--- src/rtl/periph_pkg.sv ---
package periph_pkg;

    ////////////////////
    // Bus geometry
    ////////////////////

    localparam int unsigned ADDR_W = 20;
    localparam int unsigned DATA_W = 32;
    localparam int unsigned SEL_W  = 4;

    // UART window starts at 1 << WIN_BIT
    localparam int unsigned WIN_BIT    = 16;
    localparam int unsigned WIN_ADDR_W = WIN_BIT;

    ////////////////////
    // UART registers
    ////////////////////

    localparam logic [WIN_ADDR_W-1:0] REG_TXDATA = WIN_ADDR_W'('h0);
    localparam logic [WIN_ADDR_W-1:0] REG_RXDATA = WIN_ADDR_W'('h4);
    localparam logic [WIN_ADDR_W-1:0] REG_STATUS = WIN_ADDR_W'('h8);

    // STATUS bit positions
    localparam int unsigned STAT_TX_BUSY    = 0;
    localparam int unsigned STAT_RX_VALID   = 1;
    localparam int unsigned STAT_RX_OVERRUN = 2;
    localparam int unsigned STAT_FRAME_ERR  = 3;

    ////////////////////
    // Wishbone classic
    ////////////////////

    typedef struct packed {
        logic              cyc;
        logic              stb;
        logic              we;
        logic [ADDR_W-1:0] adr;
        logic [DATA_W-1:0] dat;
        logic [SEL_W-1:0]  sel;
    } wb_req_t;

    typedef struct packed {
        logic [DATA_W-1:0] dat;
        logic              ack;
        logic              err;
    } wb_rsp_t;

endpackage

--- src/rtl/periph_decoder.sv ---
module periph_decoder (
    input  logic                clk_i,
    input  logic                rst_n_i,

    // Host side with the full bus address
    input  periph_pkg::wb_req_t host_req_i,
    output periph_pkg::wb_rsp_t host_rsp_o,

    // Device side sees the offset inside the window
    output periph_pkg::wb_req_t dev_req_o,
    input  periph_pkg::wb_rsp_t dev_rsp_i
);

    localparam int unsigned IDX_W = periph_pkg::ADDR_W - periph_pkg::WIN_BIT;

    localparam logic [IDX_W-1:0] WIN_IDX = IDX_W'(1);
    localparam logic [periph_pkg::ADDR_W-1:0] WIN_BASE =
        periph_pkg::ADDR_W'(1) << periph_pkg::WIN_BIT;

    logic hit;
    logic err_q;

    ////////////////////
    // Window match
    ////////////////////

    assign hit = (host_req_i.adr[periph_pkg::ADDR_W-1:periph_pkg::WIN_BIT] == WIN_IDX);

    // Forward with the base removed and the strobe held low outside the window
    always_comb begin
        dev_req_o     = host_req_i;
        dev_req_o.cyc = host_req_i.cyc & hit;
        dev_req_o.stb = host_req_i.stb & hit;
        dev_req_o.adr = host_req_i.adr - WIN_BASE;
    end

    ////////////////////
    // Decode error
    ////////////////////

    // One-cycle err pulse that lands while the master still holds stb
    always_ff @(posedge clk_i) begin
        if (!rst_n_i) begin
            err_q <= 1'b0;
        end else begin
            err_q <= host_req_i.cyc & host_req_i.stb & ~hit & ~err_q;
        end
    end

    always_comb begin
        host_rsp_o.ack = dev_rsp_i.ack;
        host_rsp_o.err = err_q | dev_rsp_i.err;
        host_rsp_o.dat = err_q ? '0 : dev_rsp_i.dat;
    end

    // The device ack and the local err must never overlap
    a_ack_err_excl : assert property (
        @(posedge clk_i) disable iff (!rst_n_i)
        !(host_rsp_o.ack && host_rsp_o.err)
    );

endmodule

--- src/rtl/periph_top.sv ---
module periph_top #(
    parameter int unsigned CLKS_PER_BIT = 16
) (
    input  logic                clk_i,
    input  logic                rst_n_i,

    input  periph_pkg::wb_req_t wb_req_i,
    output periph_pkg::wb_rsp_t wb_rsp_o,

    input  logic                uart_rx_i,
    output logic                uart_tx_o
);

    // Decoder to UART register block
    periph_pkg::wb_req_t uart_req;
    periph_pkg::wb_rsp_t uart_rsp;

    // Register block to serial engines
    logic       tx_start;
    logic [7:0] tx_byte;
    logic       tx_busy;
    logic       rx_strobe;
    logic [7:0] rx_byte;
    logic       rx_frame_err;

    periph_decoder decoder0 (
        .clk_i      (clk_i),
        .rst_n_i    (rst_n_i),
        .host_req_i (wb_req_i),
        .host_rsp_o (wb_rsp_o),
        .dev_req_o  (uart_req),
        .dev_rsp_i  (uart_rsp)
    );

    uart_regs regs0 (
        .clk_i          (clk_i),
        .rst_n_i        (rst_n_i),
        .req_i          (uart_req),
        .rsp_o          (uart_rsp),
        .tx_start_o     (tx_start),
        .tx_byte_o      (tx_byte),
        .tx_busy_i      (tx_busy),
        .rx_strobe_i    (rx_strobe),
        .rx_byte_i      (rx_byte),
        .rx_frame_err_i (rx_frame_err)
    );

    uart_tx #(
        .CLKS_PER_BIT (CLKS_PER_BIT)
    ) tx0 (
        .clk_i   (clk_i),
        .rst_n_i (rst_n_i),
        .start_i (tx_start),
        .byte_i  (tx_byte),
        .busy_o  (tx_busy),
        .tx_o    (uart_tx_o)
    );

    uart_rx #(
        .CLKS_PER_BIT (CLKS_PER_BIT)
    ) rx0 (
        .clk_i       (clk_i),
        .rst_n_i     (rst_n_i),
        .rx_i        (uart_rx_i),
        .strobe_o    (rx_strobe),
        .byte_o      (rx_byte),
        .frame_err_o (rx_frame_err)
    );

endmodule

--- src/rtl/uart_regs.sv ---
module uart_regs (
    input  logic                clk_i,
    input  logic                rst_n_i,

    input  periph_pkg::wb_req_t req_i,
    output periph_pkg::wb_rsp_t rsp_o,

    output logic                tx_start_o,
    output logic [7:0]          tx_byte_o,
    input  logic                tx_busy_i,

    input  logic                rx_strobe_i,
    input  logic [7:0]          rx_byte_i,
    input  logic                rx_frame_err_i
);

    logic [periph_pkg::WIN_ADDR_W-1:0] offset;
    logic [periph_pkg::DATA_W-1:0]     status;
    logic [periph_pkg::DATA_W-1:0]     rd_mux;
    logic [periph_pkg::DATA_W-1:0]     rdata_q;

    logic access;
    logic tx_wr;
    logic tx_ready;
    logic do_ack;
    logic rd_rxdata;
    logic rd_status;
    logic rx_good;

    logic       ack_q;
    logic       tx_start_q;
    logic [7:0] tx_byte_q;
    logic [7:0] rx_byte_q;
    logic       rx_valid_q;
    logic       overrun_q;
    logic       frame_err_q;

    ////////////////////
    // Access decode
    ////////////////////

    assign offset = req_i.adr[periph_pkg::WIN_ADDR_W-1:0];

    // New cycle only, ack_q blocks a second hit on the held request
    assign access = req_i.cyc & req_i.stb & ~ack_q;
    assign tx_wr  = access & req_i.we & req_i.sel[0] & (offset == periph_pkg::REG_TXDATA);

    // Wait states until the transmitter frees up
    assign tx_ready = ~tx_busy_i & ~tx_start_q;
    assign do_ack   = access & (~tx_wr | tx_ready);

    assign rd_rxdata = do_ack & ~req_i.we & (offset == periph_pkg::REG_RXDATA);
    assign rd_status = do_ack & ~req_i.we & (offset == periph_pkg::REG_STATUS);
    assign rx_good   = rx_strobe_i & ~rx_frame_err_i;

    always_comb begin
        status = '0;
        status[periph_pkg::STAT_TX_BUSY]    = tx_busy_i | tx_start_q;
        status[periph_pkg::STAT_RX_VALID]   = rx_valid_q;
        status[periph_pkg::STAT_RX_OVERRUN] = overrun_q;
        status[periph_pkg::STAT_FRAME_ERR]  = frame_err_q;
    end

    always_comb begin
        case (offset)
            periph_pkg::REG_RXDATA: rd_mux = {{(periph_pkg::DATA_W-8){1'b0}}, rx_byte_q};
            periph_pkg::REG_STATUS: rd_mux = status;
            default:                rd_mux = '0;
        endcase
    end

    ////////////////////
    // Control state
    ////////////////////

    always_ff @(posedge clk_i) begin
        if (!rst_n_i) begin
            ack_q       <= 1'b0;
            tx_start_q  <= 1'b0;
            rx_byte_q   <= 8'h00;
            rx_valid_q  <= 1'b0;
            overrun_q   <= 1'b0;
            frame_err_q <= 1'b0;
        end else begin
            ack_q      <= do_ack;
            tx_start_q <= tx_wr & tx_ready;

            if (rd_rxdata) begin
                rx_valid_q <= 1'b0;
                overrun_q  <= 1'b0;
            end
            if (rd_status) begin
                frame_err_q <= 1'b0;
            end

            // Arrival wins over a same-cycle clear
            if (rx_good) begin
                rx_byte_q  <= rx_byte_i;
                rx_valid_q <= 1'b1;
                if (rx_valid_q && !rd_rxdata) begin
                    overrun_q <= 1'b1;
                end
            end
            if (rx_strobe_i && rx_frame_err_i) begin
                frame_err_q <= 1'b1;
            end
        end
    end

    // Payload
    always_ff @(posedge clk_i) begin
        if (tx_wr && tx_ready) begin
            tx_byte_q <= req_i.dat[7:0];
        end
        if (do_ack) begin
            rdata_q <= req_i.we ? '0 : rd_mux;
        end
    end

    assign tx_start_o = tx_start_q;
    assign tx_byte_o  = tx_byte_q;

    always_comb begin
        rsp_o.dat = rdata_q;
        rsp_o.ack = ack_q;
        rsp_o.err = 1'b0;
    end

    a_ack_in_cycle : assert property (
        @(posedge clk_i) disable iff (!rst_n_i)
        rsp_o.ack |-> (req_i.cyc && req_i.stb)
    );

    // A start while a frame runs would be lost by the transmitter
    a_no_start_busy : assert property (
        @(posedge clk_i) disable iff (!rst_n_i)
        tx_start_o |-> !tx_busy_i
    );

endmodule

--- src/rtl/uart_rx.sv ---
module uart_rx #(
    parameter int unsigned CLKS_PER_BIT = 16
) (
    input  logic       clk_i,
    input  logic       rst_n_i,
    input  logic       rx_i,
    output logic       strobe_o,
    output logic [7:0] byte_o,
    output logic       frame_err_o
);

    localparam int unsigned CNT_W = $clog2(CLKS_PER_BIT + 1);

    typedef enum logic [1:0] {
        RX_IDLE,
        RX_START,
        RX_DATA,
        RX_STOP
    } rx_state_t;

    rx_state_t        state_q;
    logic [2:0]       sync_q;
    logic [CNT_W-1:0] cnt_q;
    logic [2:0]       bit_idx_q;
    logic [7:0]       shift_q;
    logic             strobe_q;
    logic             frame_err_q;
    logic             rx_s;
    logic             fall;
    logic             half_end;
    logic             bit_end;

    ////////////////////
    // Synchronizer
    ////////////////////

    // Two flops for metastability, third one for edge detect
    always_ff @(posedge clk_i) begin
        if (!rst_n_i) begin
            sync_q <= 3'b111;
        end else begin
            sync_q <= {sync_q[1:0], rx_i};
        end
    end

    assign rx_s     = sync_q[1];
    assign fall     = sync_q[2] & ~sync_q[1];
    assign half_end = (cnt_q == CNT_W'(CLKS_PER_BIT / 2 - 1));
    assign bit_end  = (cnt_q == CNT_W'(CLKS_PER_BIT - 1));

    ////////////////////
    // Frame FSM
    ////////////////////

    always_ff @(posedge clk_i) begin
        if (!rst_n_i) begin
            state_q     <= RX_IDLE;
            cnt_q       <= '0;
            bit_idx_q   <= 3'd0;
            strobe_q    <= 1'b0;
            frame_err_q <= 1'b0;
        end else begin
            strobe_q <= 1'b0;
            cnt_q    <= cnt_q + CNT_W'(1);
            case (state_q)
                RX_IDLE: begin
                    cnt_q <= '0;
                    if (fall) begin
                        state_q <= RX_START;
                    end
                end
                RX_START: begin
                    // Glitch check at the middle of the start bit
                    if (half_end) begin
                        cnt_q     <= '0;
                        bit_idx_q <= 3'd0;
                        state_q   <= rx_s ? RX_IDLE : RX_DATA;
                    end
                end
                RX_DATA: begin
                    if (bit_end) begin
                        cnt_q     <= '0;
                        bit_idx_q <= bit_idx_q + 3'd1;
                        if (bit_idx_q == 3'd7) begin
                            state_q <= RX_STOP;
                        end
                    end
                end
                RX_STOP: begin
                    if (bit_end) begin
                        strobe_q    <= 1'b1;
                        frame_err_q <= ~rx_s;
                        state_q     <= RX_IDLE;
                    end
                end
                default: state_q <= RX_IDLE;
            endcase
        end
    end

    // Data shift, LSB arrives first
    always_ff @(posedge clk_i) begin
        if (state_q == RX_DATA && bit_end) begin
            shift_q <= {rx_s, shift_q[7:1]};
        end
    end

    assign strobe_o    = strobe_q;
    assign byte_o      = shift_q;
    assign frame_err_o = frame_err_q;

endmodule

--- src/rtl/uart_tx.sv ---
module uart_tx #(
    parameter int unsigned CLKS_PER_BIT = 16
) (
    input  logic       clk_i,
    input  logic       rst_n_i,
    input  logic       start_i,
    input  logic [7:0] byte_i,
    output logic       busy_o,
    output logic       tx_o
);

    localparam int unsigned CNT_W = $clog2(CLKS_PER_BIT + 1);

    logic [CNT_W-1:0] cnt_q;
    logic [3:0]       bit_idx_q;
    logic [9:0]       shift_q;
    logic             busy_q;
    logic             bit_end;

    assign bit_end = (cnt_q == CNT_W'(CLKS_PER_BIT - 1));

    always_ff @(posedge clk_i) begin
        if (!rst_n_i) begin
            busy_q    <= 1'b0;
            cnt_q     <= '0;
            bit_idx_q <= 4'd0;
            shift_q   <= '1;
        end else if (!busy_q) begin
            if (start_i) begin
                // Stop, data LSB first, start
                shift_q   <= {1'b1, byte_i, 1'b0};
                busy_q    <= 1'b1;
                cnt_q     <= '0;
                bit_idx_q <= 4'd0;
            end
        end else if (bit_end) begin
            cnt_q   <= '0;
            // Ones fill in behind, line idles high
            shift_q <= {1'b1, shift_q[9:1]};
            if (bit_idx_q == 4'd9) begin
                busy_q <= 1'b0;
            end else begin
                bit_idx_q <= bit_idx_q + 4'd1;
            end
        end else begin
            cnt_q <= cnt_q + CNT_W'(1);
        end
    end

    assign busy_o = busy_q;
    assign tx_o   = shift_q[0];

    a_idle_high : assert property (
        @(posedge clk_i) disable iff (!rst_n_i)
        !busy_o |-> tx_o
    );

endmodule
--- config.mk ---
export PLATFORM = sky130hd
export DESIGN_NAME = periph_top
export DESIGN_NICKNAME = d
export VERILOG_FILES = /design/src/rtl/periph_pkg.sv /design/src/rtl/periph_decoder.sv /design/src/rtl/periph_top.sv /design/src/rtl/uart_regs.sv /design/src/rtl/uart_rx.sv /design/src/rtl/uart_tx.sv
export SDC_FILE = /design/constraint.sdc
export NUM_CORES = 1
export LEC_CHECK = 0
export BUFFER_PORTS_ARGS = -buffer_cell sky130_fd_sc_hd__buf_2
export CAP_MARGIN = 20
export CORE_UTILIZATION = 50
export DETAILED_ROUTE_END_ITERATION = 6
export MAX_ROUTING_LAYER = met4
export PLACE_DENSITY = 0.78
export SETUP_SLACK_MARGIN = 0.15
export SLEW_MARGIN = 5
export SYNTH_ARGS = -nofsm -noshare
export SYNTH_HDL_FRONTEND = slang
export SYNTH_SLANG_ARGS = --single-unit
--- constraint.sdc ---
create_clock -name clk_i -period 3.3 [get_ports clk_i]
set_input_delay 0.66 -clock clk_i [delete_from_list [all_inputs] [get_ports clk_i]]
set_output_delay 0.66 -clock clk_i [all_outputs]
set_load 0.1 [all_outputs]
==> impl_metrics.env <==
export IMPL_clock_skew_ns=0.006856
export IMPL_crit_path_max_fanout=9
export IMPL_critPathKind="in -> reg"
export IMPL_synth_ff_type="dfxtp_1"
export IMPL_die_w_um=82.68
export IMPL_die_area_um2=6835
export IMPL_drc=0
export IMPL_antenna_found_initial=0
export IMPL_cts_tree="yes"
export IMPL_dpl_hpwl_um=3890
export IMPL_syn2layout_area_growth_pct=12.80
export IMPL_rows=29
export IMPL_synth_async_sr_flop_share_pct=0
export IMPL_syn_inst=323
export IMPL_p_leak_nw=1.455
export IMPL_ys_types=50
export IMPL_ant_nets=0
export IMPL_io_pin_count=97
export IMPL_grt_pass1_vias=2161
export IMPL_via_per_inst=5.214
export IMPL_power_per_cell_area_nw_per_um2=531.1
export IMPL_insertion_delay_ns=0.34
export IMPL_postSynthAreaPerCell_um2=10.08
export IMPL_wl_per_cell_um=12.56
export IMPL_ys_seq_area_share_pct=51.67
export IMPL_post_route_min_period_ns=2.366
export IMPL_fmax_mhz=422.7
export IMPL_drt_iter0_drc=172
export IMPL_yosysTopAreaCellShare_pct=29.53
export IMPL_worst_pin_slew_ns=0.6583
export IMPL_io_buffers=45
export IMPL_clock_sinks=72
export IMPL_groute_usage_overall_pct=18.75
export IMPL_grt_max_degree=26
export IMPL_yosys_warnings=0
export IMPL_cp_arrival_ns=2.36
export IMPL_start_kind="input pin"
export IMPL_ys_ff_latch=72
export IMPL_peakVddDrop_uv=244.8
export IMPL_routed_wl_um=5639
export IMPL_diodes=0
export IMPL_crit_required_ns=3.29
export IMPL_cts_resized_gates=0
export IMPL_hold_viol=0
export IMPL_max_slew_margin_pct=56.02
export IMPL_yosys_area_top_type="dfxtp_1"
export IMPL_cap_violations=0
export IMPL_drive_gt1_share_pct=18.82
export IMPL_grt_pass1_wl_um=9183
export IMPL_whs_ns=0.4129
export IMPL_yosysMostFrequentCell="dfxtp_1"
export IMPL_cts_buffer_depth=2
export IMPL_drt_first_pass_iters=4
export IMPL_min_path_type="reg -> reg"
export IMPL_htree_levels=3
export IMPL_numCtsBuffers=9
export IMPL_period_share_pct=71.69
export IMPL_clockRootBuffer="clkbuf_8"
export IMPL_netlist_area_um2=3254
export IMPL_start_util_pct=51.55
export IMPL_drv_slew=0
export IMPL_synth_edf_count=24
export IMPL_rsz0062_at_grt="false"
export IMPL_nNetsFinal=442
export IMPL_holdBufCountCts=0
export IMPL_gr_total_overflow=0
export IMPL_clk_pin_slew_ns=0.07
export IMPL_outcome="complete, no violations"
export IMPL_die_y_um=82.68
export IMPL_end_kind="flip-flop"
export IMPL_tns_ns=0
export IMPL_post_cts_buffers=0
export IMPL_finalSetupViolCount=0
export IMPL_routed_via_count=2341
export IMPL_yosys_top_cells_area="dfxtp_1 30%, edfxtp_1 22%, buf_4 6.0%, ha_1 5.0%, nand2_1 3.6%"
export IMPL_synthTopCellsByCount="48 x dfxtp_1, 31 x nand2_1, 26 x buf_4"
export IMPL_gp_congestion=0.7502
export IMPL_core_um2=6314
cell families after synthesis:
| kind of cell | share of synthesized area (%) |
|---|---|
| compound gates | 11.73 |
| xor+xnor | 0.8075 |
| fa+ha+maj | 4.998 |
| buf+inv | 8.420 |
| flops | 51.67 |
| mux | 0.6152 |
| other cells | 0.1152 |
| simple gates | 21.65 |
final cells by class:
type,instances,area [um^2]
sequential,72,1682
multi-input combinational,227,1385
fill,543,2643
timing repair buffer,46,232.7
clock buffer,9,123.9
tap,77,96.34
inverter,11,41.29
clock inverter,7,110.1
per-stage QoR:
stage / std cells / power (mW) / worst slack (ns) / area (um^2) / utilization, %
6_report: 449 / 1.950 / 0.9341 / 3671 / 58.15
5_1_grt: 449 / 2.023 / 0.8488 / 3671 / 58.15
4_1_cts: 449 / 1.969 / 0.9514 / 3671 / 58.15
3_5_place_dp: 433 / 1.158 / 0.5914 / 3437 / 54.44
3_3_place_gp: 433 / 1.156 / 0.6558 / 3437 / 54.44
2_1_floorplan: 346 / 1.147 / 0.8695 / 3341 / -
sequential cells by signal, summed over array words and instances, names as in the netlist, named ones only:
name and count:
decoder0.err_q 1, regs0.ack_q 1, regs0.frame_err_q 1, regs0.overrun_q 1, regs0.rdata_q 8, regs0.rx_byte_q 8
regs0.rx_valid_q 1, regs0.tx_byte_o 8, regs0.tx_start_o 1, rx0.bit_idx_q 3, rx0.byte_o 8, rx0.cnt_q 5
rx0.frame_err_o 1, rx0.state_q 1, rx0.strobe_o 1, rx0.sync_q 3, tx0.bit_idx_q 4, tx0.busy_o 1
tx0.cnt_q 5, tx0.shift_q 9
worst max-delay path: stages:
cell    delay (ns)
buf_2         0.09
or4b_1        0.54
nor3_1        0.52
and3_1        0.55
metal layers:
layer  wire (um)  track usage, %  part of all wire, %
met1        2537           20.49                   45
met2        2696           31.39                   48
met3         293           5.385                  5.2
met4         112           8.793                  2.0
met5           0               -                    0
where the power goes:
group | internal, mW | leakage, nW | switching, mW | total [mW]
registers | 0.917 | 0.608 | 0.00734 | 0.925
logic | 0.0350 | 0.733 | 0.180 | 0.215
clock network | 0.495 | 0.114 | 0.315 | 0.811
total | 1.45 | 1.46 | 0.502 | 1.95
final timing paths:
| check | startpoint | to | slack (ns) | depth (start not counted) |
|---|---|---|---|---|
| hold / removal | rx0.sync_q[0] | rx0.sync_q[1] | 0.41 | 1 |
| setup / recovery | wb_req_i[53] | regs0.tx_byte_o[3] | 0.93 | 4 |
| setup reg to reg | rx0.cnt_q[0] | rx0.bit_idx_q[0] | 1.16 | 8 |
| hold reg to reg | rx0.sync_q[0] | rx0.sync_q[1] | 0.41 | 1 |
cell usage in the layout (no fill, tap or decap), drive strengths merged, types with 2 or more instances in the layout:
cell    Yosys  layout
nor3        5       5
or3         2       2
clkinv      0       3
and3        3       3
ha         13      13
and4b       3       3
nand2      31      31
or2         3       3
a32oi       4       4
or4         3       3
a211oi      9       9
mux2i       2       2
nand2b      5       5
bufinv      0       3
nand3       7       7
and2       15      15
nor4        2       2
edfxtp     24      24
or4b        2       2
a21oi      22      22
xor2        2       2
nor2b      11      11
clkbuf     10       9
a311oi      3       3
o31ai       2       2
dfxtp      48      48
buf        26      46
conb        1      24
nand3b      4       4
o21ai      11      11
nor2       23      23
inv        11      11
Power figures use the tool's default switching activity.
